<file path="src/hw/hexFont.mem">
// Hex font, 8 rows per glyph for digits 0 to F, address is digit*8 + row
// Each word is 5 bits, the rightmost bit is glyph column 0 (left edge)
01110
10001
11001
10101
10011
10001
01110
00000
00100
00110
00100
00100
00100
00100
01110
00000
01110
10001
10000
01000
00100
00010
11111
00000
11111
01000
00100
01000
10000
10001
01110
00000
01000
01100
01010
01001
11111
01000
01000
00000
11111
00001
01111
10000
10000
10001
01110
00000
01100
00010
00001
01111
10001
10001
01110
00000
11111
10000
01000
00100
00010
00010
00010
00000
01110
10001
10001
01110
10001
10001
01110
00000
01110
10001
10001
11110
10000
01000
00110
00000
01110
10001
10001
11111
10001
10001
10001
00000
01111
10001
10001
01111
10001
10001
01111
00000
01110
10001
00001
00001
00001
10001
01110
00000
01111
10001
10001
10001
10001
10001
01111
00000
11111
00001
00001
01111
00001
00001
11111
00000
11111
00001
00001
01111
00001
00001
00001
00000
</file>
<file path="src/hw/hexDisplayPkg.sv">
//////////////////////////////
// Hex display shared package
// Screen geometry, widths, pixel types and palette
//////////////////////////////
package hexDisplayPkg;

  // Horizontal timing in pixel clocks
  localparam int hActive  = 128;
  localparam int hFront   = 8;
  localparam int hSyncLen = 16;
  localparam int hBack    = 8;
  localparam int hTotal   = hActive + hFront + hSyncLen + hBack;

  // Vertical timing in lines
  localparam int vActive  = 16;
  localparam int vFront   = 1;
  localparam int vSyncLen = 2;
  localparam int vBack    = 1;
  localparam int vTotal   = vActive + vFront + vSyncLen + vBack;

  localparam int dataBits     = 128;
  localparam int digitsPerRow = 16;
  localparam int glyphWidth   = 5;
  localparam int fontDepth    = 128;
  // Coordinate to pixel latency
  localparam int pipeDepth    = 3;
  localparam string fontFile  = "/design/src/hw/hexFont.mem";

  typedef logic [7:0]          xCoordT;
  typedef logic [4:0]          yCoordT;
  typedef logic [3:0]          hexDigitT;
  typedef logic [6:0]          fontAddrT;
  typedef logic [2:0]          glyphColT;
  typedef logic [15:0]         colorT;
  typedef logic [dataBits-1:0] hexDataT;

  localparam colorT colorWhite = 16'hFFFF;

  // RGB565 background per digit value
  localparam colorT palette [16] = '{
    16'h0000, 16'h4000, 16'h2100, 16'h4200,
    16'h0200, 16'h0208, 16'h0008, 16'h4008,
    16'h630C, 16'h8000, 16'h4200, 16'h8400,
    16'h0400, 16'h0410, 16'h0010, 16'h8010
  };

  typedef enum logic {latchIdle, latchPending} latchStateT;

endpackage

</file>
<file path="src/hw/videoTiming.sv">
//////////////////////////////
// Video raster timing
// Free-running pixel and line counters with sync decode
//////////////////////////////
`timescale 1ns/100ps

module videoTiming
  import hexDisplayPkg::*;
(
  input  logic   clk,
  input  logic   rstN,
  output xCoordT pixX,
  output yCoordT pixY,
  output logic   timActive,
  output logic   timHSync,
  output logic   timVSync,
  output logic   frameStart
);

  xCoordT hCount;
  yCoordT vCount;

  always_ff @(posedge clk)
  begin
    if (!rstN)
    begin
      hCount <= '0;
      vCount <= '0;
    end
    else if (hCount == xCoordT'(hTotal - 1))
    begin
      hCount <= '0;
      // Line wrap advances the frame
      if (vCount == yCoordT'(vTotal - 1))
        vCount <= '0;
      else
        vCount <= vCount + 1'b1;
    end
    else
    begin
      hCount <= hCount + 1'b1;
    end
  end

  assign pixX = hCount;
  assign pixY = vCount;

  assign timActive = (hCount < xCoordT'(hActive)) && (vCount < yCoordT'(vActive));

  // Sync pulses sit after the front porch
  assign timHSync = (hCount >= xCoordT'(hActive + hFront)) &&
                    (hCount < xCoordT'(hActive + hFront + hSyncLen));
  assign timVSync = (vCount >= yCoordT'(vActive + vFront)) &&
                    (vCount < yCoordT'(vActive + vFront + vSyncLen));

  assign frameStart = (hCount == '0) && (vCount == '0);

  hCountRange: assert property (@(posedge clk) disable iff (!rstN)
    hCount < xCoordT'(hTotal));

  frameStartPulse: assert property (@(posedge clk) disable iff (!rstN)
    frameStart |=> !frameStart);

endmodule

</file>
<file path="src/hw/hexCellDecode.sv">
//////////////////////////////
// Hex cell decoder
// Frame-synchronous data latch, pixel to digit decode
//////////////////////////////
`timescale 1ns/100ps

module hexCellDecode
  import hexDisplayPkg::*;
(
  input  logic     clk,
  input  logic     rstN,
  input  hexDataT  hexData,
  input  logic     dataLoad,
  input  logic     frameStart,
  input  xCoordT   pixX,
  input  yCoordT   pixY,
  input  logic     timActive,
  input  logic     timHSync,
  input  logic     timVSync,
  output hexDigitT cellDigit,
  output fontAddrT fontAddr,
  output glyphColT glyphCol,
  output logic     decActive,
  output logic     decHSync,
  output logic     decVSync
);

  latchStateT latchState;
  hexDataT    pendData;
  hexDataT    shownData;
  hexDataT    curData;
  logic [4:0] digitIdx;
  logic       swapNow;

  // Last load of a frame wins
  always_ff @(posedge clk)
  begin
    if (dataLoad)
      pendData <= hexData;
  end

  assign swapNow = frameStart && (latchState == latchPending);

  always_ff @(posedge clk)
  begin
    if (!rstN)
    begin
      latchState <= latchIdle;
      shownData  <= '0;
    end
    else
    begin
      if (swapNow)
        shownData <= pendData;
      // A load in the swap cycle waits for the next frame
      if (dataLoad)
        latchState <= latchPending;
      else if (frameStart)
        latchState <= latchIdle;
    end
  end

  // Pixel 0,0 of a new frame already sees the new value
  assign curData = swapNow ? pendData : shownData;

  assign digitIdx = 5'((pixY >> 3) * digitsPerRow + (pixX >> 3));

  always_ff @(posedge clk)
  begin
    cellDigit <= curData[{digitIdx, 2'b00} +: 4];
    fontAddr  <= {curData[{digitIdx, 2'b00} +: 4], pixY[2:0]};
    glyphCol  <= pixX[2:0];
  end

  always_ff @(posedge clk)
  begin
    if (!rstN)
    begin
      decActive <= 1'b0;
      decHSync  <= 1'b0;
      decVSync  <= 1'b0;
    end
    else
    begin
      decActive <= timActive;
      decHSync  <= timHSync;
      decVSync  <= timVSync;
    end
  end

  shownOnlyAtFrame: assert property (@(posedge clk) disable iff (!rstN)
    !frameStart |=> $stable(shownData));

endmodule

</file>
<file path="src/hw/glyphRowFetch.sv">
//////////////////////////////
// Glyph row fetch
// Font lookup and glyph pixel select
//////////////////////////////
`timescale 1ns/100ps

module glyphRowFetch
  import hexDisplayPkg::*;
(
  input  logic     clk,
  input  logic     rstN,
  input  fontAddrT fontAddr,
  input  glyphColT glyphCol,
  input  hexDigitT cellDigit,
  input  logic     decActive,
  input  logic     decHSync,
  input  logic     decVSync,
  output logic     pixelOn,
  output hexDigitT fetDigit,
  output logic     fetActive,
  output logic     fetHSync,
  output logic     fetVSync
);

  // Bit n of a word is glyph column n
  logic [glyphWidth-1:0] fontMem [fontDepth];

  initial
  begin
    $readmemb(fontFile, fontMem);
  end

  always_ff @(posedge clk)
  begin
    // Columns past the glyph stay dark as spacing
    if (glyphCol < glyphColT'(glyphWidth))
      pixelOn <= fontMem[fontAddr][glyphCol];
    else
      pixelOn <= 1'b0;
    fetDigit <= cellDigit;
  end

  always_ff @(posedge clk)
  begin
    if (!rstN)
    begin
      fetActive <= 1'b0;
      fetHSync  <= 1'b0;
      fetVSync  <= 1'b0;
    end
    else
    begin
      fetActive <= decActive;
      fetHSync  <= decHSync;
      fetVSync  <= decVSync;
    end
  end

endmodule

</file>
<file path="src/hw/pixelColor.sv">
//////////////////////////////
// Pixel color stage
// Palette, glyph color and blanking
//////////////////////////////
`timescale 1ns/100ps

module pixelColor
  import hexDisplayPkg::*;
(
  input  logic     clk,
  input  logic     rstN,
  input  logic     pixelOn,
  input  hexDigitT fetDigit,
  input  logic     fetActive,
  input  logic     fetHSync,
  input  logic     fetVSync,
  output colorT    color,
  output logic     hSync,
  output logic     vSync,
  output logic     blank
);

  colorT pixColor;

  // Glyph over digit background, black outside the picture
  always_comb
  begin
    if (!fetActive)
      pixColor = '0;
    else if (pixelOn)
      pixColor = colorWhite;
    else
      pixColor = palette[fetDigit];
  end

  always_ff @(posedge clk)
  begin
    if (!rstN)
    begin
      color <= '0;
      hSync <= 1'b0;
      vSync <= 1'b0;
      blank <= 1'b1;
    end
    else
    begin
      color <= pixColor;
      hSync <= fetHSync;
      vSync <= fetVSync;
      blank <= !fetActive;
    end
  end

  blankIsBlack: assert property (@(posedge clk) disable iff (!rstN)
    blank |-> (color == '0));

endmodule

</file>
<file path="src/hw/hexDisplay.sv">
//////////////////////////////
// Hex display top
// Raster, decode, font fetch and color pipeline
//////////////////////////////
`timescale 1ns/100ps

module hexDisplay
  import hexDisplayPkg::*;
(
  input  logic    clk,
  input  logic    rstN,
  input  hexDataT hexData,
  input  logic    dataLoad,
  output colorT   color,
  output logic    hSync,
  output logic    vSync,
  output logic    blank
);

  xCoordT   pixX;
  yCoordT   pixY;
  logic     timActive;
  logic     timHSync;
  logic     timVSync;
  logic     frameStart;

  hexDigitT cellDigit;
  fontAddrT fontAddr;
  glyphColT glyphCol;
  logic     decActive;
  logic     decHSync;
  logic     decVSync;

  logic     pixelOn;
  hexDigitT fetDigit;
  logic     fetActive;
  logic     fetHSync;
  logic     fetVSync;

  videoTiming i_videoTiming (
    .clk        (clk),
    .rstN       (rstN),
    .pixX       (pixX),
    .pixY       (pixY),
    .timActive  (timActive),
    .timHSync   (timHSync),
    .timVSync   (timVSync),
    .frameStart (frameStart)
  );

  hexCellDecode i_hexCellDecode (
    .clk        (clk),
    .rstN       (rstN),
    .hexData    (hexData),
    .dataLoad   (dataLoad),
    .frameStart (frameStart),
    .pixX       (pixX),
    .pixY       (pixY),
    .timActive  (timActive),
    .timHSync   (timHSync),
    .timVSync   (timVSync),
    .cellDigit  (cellDigit),
    .fontAddr   (fontAddr),
    .glyphCol   (glyphCol),
    .decActive  (decActive),
    .decHSync   (decHSync),
    .decVSync   (decVSync)
  );

  glyphRowFetch i_glyphRowFetch (
    .clk        (clk),
    .rstN       (rstN),
    .fontAddr   (fontAddr),
    .glyphCol   (glyphCol),
    .cellDigit  (cellDigit),
    .decActive  (decActive),
    .decHSync   (decHSync),
    .decVSync   (decVSync),
    .pixelOn    (pixelOn),
    .fetDigit   (fetDigit),
    .fetActive  (fetActive),
    .fetHSync   (fetHSync),
    .fetVSync   (fetVSync)
  );

  pixelColor i_pixelColor (
    .clk        (clk),
    .rstN       (rstN),
    .pixelOn    (pixelOn),
    .fetDigit   (fetDigit),
    .fetActive  (fetActive),
    .fetHSync   (fetHSync),
    .fetVSync   (fetVSync),
    .color      (color),
    .hSync      (hSync),
    .vSync      (vSync),
    .blank      (blank)
  );

endmodule

</file>
<file path="config.mk">
export PLATFORM = sky130hd
export DESIGN_NAME = hexDisplay
export DESIGN_NICKNAME = d
export VERILOG_FILES = /design/src/hw/hexDisplayPkg.sv /design/src/hw/videoTiming.sv /design/src/hw/hexCellDecode.sv /design/src/hw/glyphRowFetch.sv /design/src/hw/pixelColor.sv /design/src/hw/hexDisplay.sv
export SDC_FILE = /design/constraint.sdc
export NUM_CORES = 1
export LEC_CHECK = 0
export BUFFER_PORTS_ARGS = -buffer_cell sky130_fd_sc_hd__buf_4
export CAP_MARGIN = 10
export CORE_ASPECT_RATIO = 0.5
export CORE_UTILIZATION = 50
export CTS_CLUSTER_SIZE = 10
export DETAILED_ROUTE_END_ITERATION = 6
export PLACE_DENSITY_LB_ADDON = 0.25
export SKIP_CTS_REPAIR_TIMING = 1
export SLEW_MARGIN = 25
export SYNTH_ARGS = -nofsm -noshare
export SYNTH_HDL_FRONTEND = slang
export SYNTH_SLANG_ARGS = --single-unit
</file>
<file path="constraint.sdc">
create_clock -name clk -period 2.7 [get_ports clk]
set_input_delay 0.405 -clock clk [delete_from_list [all_inputs] [get_ports clk]]
set_output_delay 0.405 -clock clk [all_outputs]
set_load 0.01 [all_outputs]
</file>
==> metrics.cfg, run 1 <==
[outcome]
status=finished, final reports clean

[sta]
rsz0062_at_grt=false
setup_ws_ns=0.235
slew-limit-headroom=0.460
worst_clock_skew_ns=0.0156
fmax_mhz=406
drv_slew=0
finalSetupViolCount=0
finalCritPeriodShare=0.913
hold_violations=0
tns_ns=0
fin_crit_ns=2.47
tightestPinTransition_ns=0.810

[synth]
synth-edff-count=128
synth.distinct_cells=60
yosys_warnings=0
yosys.area_share.xor_xnor=0.00685
synthCells=1029
ys_seq_elements=295
syn-mean-instance-area_um2=11.2
synth_simple_gate_area_frac=0.137
synth_fa_ha_area_frac=0.00543
postSynth.asyncResetShare=0
ys.flop_type=dfxtp_1
synth-compound-area-share=0.156
yosysSeqAreaShare=0.624
syn_area_um2=11500
synthMuxAreaShare=0.0347
synth_top_family_by_area=compound AO/OA/AOI/OAI gates

[global_route]
top_usage_layer=met2
antenna_found_initial=0
track_usage=0.224
grt_max_degree=86
grt_first_pass_wirelength_um=41300
grt_pass1_vias=7789
grt_use_met1=0.319
grt_use_met3=0.0481
met2_usage=0.357
grt_remaining_overflow=0

[pwr]
p_int_mw=7.73
p_sw_frac=0.222
power_density_nw_per_um2=712
pwr-share-comb=0.073
pwr-share-clk=0.414
peakVddDrop_uv=472
leakagePower_nw=5.18
p_seq_frac=0.513
fin_total_pwr_mw=9.93
power_switching_mw=2.20

[detailed_routing]
drc=0
ant_nets=0
drt_iter0_drc=641
vias=8064
drt-total-wl_um=26400
dr.pass1.iters=7
routedWlPerCell_um=17.7
via_per_inst=5.42

[critical_path]
worst-path-max-fanout=23
endpoint_kind=flop
arrival_ns=2.81
critPathLaunchType=flop
worst-setup-path-type=reg -> reg
worstPathRequired_ns=3.05

[place]
port_buffers=142
gp_congestion=0.842
placed_area_um2=13000
post-place-ws_ns=0.281
dp_hpwl_um=17300

[hold_path]
hold_class=in -> reg

[floorplanning]
io_pins=150
start_util=0.521
die_area_um2=23700
die_w_um=217
die_h_um=109
rows=38
core_um2=22100

[clock_tree]
cts.reportedPaths.clkPinSlew_ns=0.06
cts_root_buf=clkbuf_16
cts-buffers-inserted=35
cts.sinks=295
clockBufferDepth=3
clk_latency_ns=0.50
tritoncts=yes
htree_levels=2

[final_layout]
fin_area_um2=14000
areaGrowthSynthToFinish_pct=21.2
layout-drive-gt1-share=0.202
nets=1302
n_antenna_cell=0

[run]
maxCapViolCount=0

## placed cells by master, fill, tap and decap left out, drive strengths merged, types with 9 or more instances in the layout
cell type,n
a21boi,120
a21oi,14
and2,11
buf,176
clkbuf,58
dfxtp,167
edfxtp,128
inv,10
mux2,17
mux2i,14
nand2,249
nand2b,14
nand3,9
nor2,14
o21a,10
o21ai,25
o31a,9
o31ai,9
or3,12
## flip-flops by register name, summed over array words and instances, names as in the netlist, 4 cells and up
name	count
i_hexCellDecode.pendData	128
i_hexCellDecode.shownData	128
i_pixelColor.color	8
i_videoTiming.pixX	8
i_videoTiming.pixY	5
i_glyphRowFetch.fetDigit	4
i_hexCellDecode.cellDigit	4
## through the flow
step | instances | utilization | hold WS (ns)
6_report | 1489 | 0.631 | 0.0758
5_1_grt | 1489 | 0.631 | 0.0565
4_1_cts | 1489 | 0.631 | 0.0577
3_5_place_dp | 1429 | 0.587 | 0.316
3_3_place_gp | 1429 | 0.587 | 0.347
2_1_floorplan | 1035 | - | 0.310
## routing by layer
layer / share of wire / vias to the layer above
met5: 0 / -
met4: 0.0087 / 0
met3: 0.055 / 27
met2: 0.46 / 203
met1: 0.48 / 3915
li1: - / 3919
## synthesized netlist by cell type, types with 7 or more instances
library cell | count | area (um^2)
o21ai_0 | 25 | 125
nor2_1 | 14 | 52.6
nor4_1 | 7 | 43.8
nand2_1 | 249 | 935
inv_1 | 8 | 30.0
nand3_1 | 9 | 45.0
mux2i_1 | 14 | 140
and2_1 | 11 | 68.8
a31oi_1 | 8 | 50.1
o31ai_1 | 9 | 67.6
buf_2 | 19 | 95.1
a21boi_0 | 23 | 173
edfxtp_1 | 128 | 3840
nand2b_1 | 14 | 87.6
a21boi_1 | 97 | 728
or3_1 | 12 | 75.1
buf_4 | 9 | 67.6
o21a_1 | 10 | 75.1
o31a_1 | 9 | 78.8
clkbuf_1 | 50 | 188
a21oi_1 | 14 | 70.1
dfxtp_1 | 167 | 3340
mux2_2 | 17 | 191
## worst paths after layout
kind | from | endpoint | slack, ns | depth (start not counted)
min | hexData[60] | i_hexCellDecode.pendData[60] | 0.08 | 1
min reg2reg | i_hexCellDecode.cellDigit[2] | i_glyphRowFetch.fetDigit[2] | 0.33 | 0
max reg2reg | i_videoTiming.pixY[0] | i_hexCellDecode.cellDigit[2] | 0.23 | 8
max | i_videoTiming.pixY[0] | i_hexCellDecode.cellDigit[2] | 0.23 | 8
## power groups by stage
| stage | Clock [mW] | Combinational [mW] | Sequential, mW |
|---|---|---|---|
| after floorplan | 0 | 0.414 | 5.13 |
| after global placement | 0 | 0.703 | 5.18 |
| after detailed placement | 0 | 0.722 | 5.19 |
| after CTS | 4.21 | 0.729 | 5.10 |
| after global routing | 4.40 | 0.793 | 5.12 |
| final | 4.11 | 0.723 | 5.10 |
## logic make-up after synthesis
logic type / Yosys count
and+or+nand+nor: 350
DFF: 295
AOI/OAI and AO/OA: 244
buffers and inverters: 91
muxes: 34
xor gates and xnor gates: 9
adders and majority gates: 5
other: 1
## area by class of cell
type                       instances  area (um^2)
multi-input combinational        649         3960
fill                            1755         8160
clock buffer                      58          962
clock inverter                     2         15.0
timing repair buffer             176         1420
inverter                           9         33.8
tap                              300          375
sequential                       295         7190
## critical path: stages, from the launching register on
cell     delay [ns]
dfxtp_1        0.35
inv_1          0.11
ha_1           0.18
or4b_1         0.44
buf_4          0.24
o31a_1         0.28
o311a_1        0.33
o32ai_1        0.26
a32oi_1        0.14
Power figures use the tool's default switching activity.
==> run 2: changes to the inputs <==
--- a/config.mk
+++ b/config.mk
@@ -13,4 +13,5 @@
 export DETAILED_ROUTE_END_ITERATION = 6
 export PLACE_DENSITY_LB_ADDON = 0.25
+export SETUP_SLACK_MARGIN = 0.5
 export SKIP_CTS_REPAIR_TIMING = 1
 export SLEW_MARGIN = 25
==> constraint.sdc (replaced) <==
create_clock -name clk -period 2.7 [get_ports clk]
set_input_delay 0.135 -clock clk [delete_from_list [all_inputs] [get_ports clk]]
set_output_delay 0.135 -clock clk [all_outputs]
set_load 0.01 [all_outputs]
==> run 2 against run 1 <==
Register-to-register slack improved by 0.06 ns. First-iteration DRC count is 7.0% higher. Cell area grew 17%. Setup slack better by 0.062 ns. Clock power up 5.1%. Die area did not move. Routed wire length up 22%. Maximum frequency is 2.6% higher. Critical endpoint is now i_hexCellDecode.cellDigit[3]. Highest routed layer unchanged.
==> metrics.cfg, run 2 (synthesized netlist as in run 1, its figures left out) <==
[final_layout]
layout-drive-gt1-share=0.284  ; +0.0818
final_common_cell=nand2_1
nets=1466  ; +13%
areaGrowthSynthToFinish_pct=41.7
top_regs=i_hexCellDecode.pendData: 128 flops, i_hexCellDecode.shownData: 128 flops
final.fill_count=1401  ; -20%
final_cell_mix=184 x nand2_1, 180 x buf_4, 162 x dfxtp_1, 128 x dlygate4sd3_1, 128 x edfxtp_1

[global_route]
grt_pass1_vias=8025  ; +3.0%
grt_remaining_overflow=0  ; unchanged
grt_first_pass_wirelength_um=41600  ; +0.82%
antenna_found_initial=1  ; +1
track_usage=0.225  ; +0.000470
grt_max_degree=130  ; +51%

[detailed_routing]
drt-total-wl_um=32300  ; +22%
vias=9082  ; +13%
ant_nets=0  ; unchanged
routedWlPerCell_um=19.5  ; +10%
dr.pass1.iters=5  ; -2
drt_iter0_drc=686  ; +7.0%
drc=0  ; unchanged
via_per_inst=5.49  ; +1.3%

[pwr]
power_switching_mw=2.47  ; +12%
leakagePower_nw=6.31  ; +22%
p_sw_frac=0.234  ; +0.0118
pwr-share-comb=0.106  ; +0.033
p_seq_frac=0.485  ; -0.028
pwr-share-clk=0.408  ; -0.006
power_density_nw_per_um2=648  ; -8.9%
peakVddDrop_uv=497  ; +5.2%
p_int_mw=8.10  ; +4.9%

[critical_path]
critical_path.top_delay_family=simple AND/OR/NAND/NOR gates
path_buf_inv=4  ; +2
worstPathRequired_ns=3.13  ; +0.08 ns
worst-path-max-fanout=6  ; -74%
critPathLaunchType=flop
timing.critical_path.slowest_cell_delay_ns=0.48  ; +0.04 ns
crit_slowest_cell=or4b_4
arrival_ns=2.84  ; +0.03 ns
worst-setup-path-type=reg -> reg
crit_chain=inv_4 > ha_4 > or4b_4 > buf_12 > nor4_4 > buf_6 > clkbuf_16 > or3_1 > a31oi_1 > a32oi_1
endpoint_kind=flop

[floorplanning]
io_pins=150  ; unchanged
rows=38  ; unchanged
start_util=0.521  ; unchanged
core_um2=22100  ; unchanged
die_area_um2=23700  ; unchanged
die_w_um=217  ; unchanged
die_h_um=109  ; unchanged

[sta]
setup_ws_ns=0.296  ; +0.0616 ns
drv_slew=0  ; unchanged
worst_clock_skew_ns=0.0179  ; +0.00236 ns
hold_violations=0  ; unchanged
finalSetupViolCount=0  ; unchanged
fmax_mhz=416  ; +2.6%
finalCritPeriodShare=0.890  ; -0.0228
slew-limit-headroom=0.503  ; +0.0432
tns_ns=0  ; unchanged
rsz0062_at_grt=true
fin_crit_ns=2.40  ; -0.0616 ns
tightestPinTransition_ns=0.746  ; -0.0648 ns

[clock_tree]
clk_latency_ns=0.51  ; about the same
cts-buffers-inserted=35  ; unchanged
cts.sinks=295  ; unchanged
clockBufferDepth=3  ; unchanged
cts_root_buf=clkbuf_16
tritoncts=yes
htree_levels=2  ; unchanged
cts.reportedPaths.clkPinSlew_ns=0.06  ; about the same

[place]
post-place-ws_ns=0.213  ; -0.0685 ns
gp_congestion=0.886  ; +5.2%
dp_hpwl_um=17100  ; -1.4%
port_buffers=142  ; unchanged

[hold_path]
hold_class=in -> reg

[run]
maxCapViolCount=0  ; unchanged

[outcome]
status=finished, final reports clean

## run 2: changes by cell type in the layout (fill, tap and decap cells not counted), sizes merged
cell         previous run  this run
diode                   0         1
inv                    10         9
clkbuf                 58        70
buf                   176       202
dlygate4sd3             0       128
## run 2: final timing paths
kind                           startpoint                      endpoint  slack [ns]  depth (start not counted)
max                 i_videoTiming.pixY[1]  i_hexCellDecode.cellDigit[3]        0.30                         10
min                                  rstN    i_hexCellDecode.latchState        0.13                          2
max reg2reg         i_videoTiming.pixY[1]  i_hexCellDecode.cellDigit[3]        0.30                         10
min reg2reg  i_hexCellDecode.cellDigit[2]   i_glyphRowFetch.fetDigit[2]        0.34                          0
## run 2: metrics by stage
step	instances	power, mW	hold slack, ns	instance area, um^2	util
floorplan	1035	5.54	0.234	11500	-
CTS	1487	10.2	-0.213	13900	0.631
global placement	1426	5.87	0.313	12900	0.585
finish	1655	10.6	0.131	16300	0.738
detailed placement	1426	5.90	0.314	12900	0.585
global route	1655	10.9	0.147	16300	0.738
## run 2: worst register-to-register path, cell delays in order, from the launching register on
cell and delay [ns]:
dfxtp_4 0.37, inv_4 0.07, ha_4 0.14, or4b_4 0.48, buf_12 0.16, nor4_4 0.29
buf_6 0.19, clkbuf_16 0.14, or3_1 0.13, a31oi_1 0.15, a32oi_1 0.21
## run 2: area by class of cell
| type | count | area (um^2) | share of cell area |
|---|---|---|---|
| clock inverter | 1 | 6.26 | 0.000383 |
| tap | 300 | 375 | 0.0230 |
| inverter | 9 | 38.8 | 0.00238 |
| antenna | 1 | 2.50 | 0.000153 |
| clock buffer | 60 | 1010 | 0.0620 |
| sequential | 295 | 7200 | 0.441 |
| timing repair buffer | 340 | 3240 | 0.199 |
| multi-input combinational | 649 | 4440 | 0.272 |
## run 2: power by group through the flow
stage	sequential, mW	clock, mW	combinational [mW]
floorplan	5.13	0	0.414
global placement	5.18	0	0.690
detailed placement	5.19	0	0.714
CTS	5.10	4.34	0.718
global route	5.16	4.55	1.20
finish	5.13	4.32	1.13
## run 2: metal layers
metal | global-route usage | routed length [um] | vias up
li1 | - | - | 4250
met1 | 0.319 | 14100 | 4429
met2 | 0.355 | 15300 | 335
met3 | 0.0418 | 2120 | 68
met4 | 0.0609 | 784 | 0
met5 | 0 | 0 | -
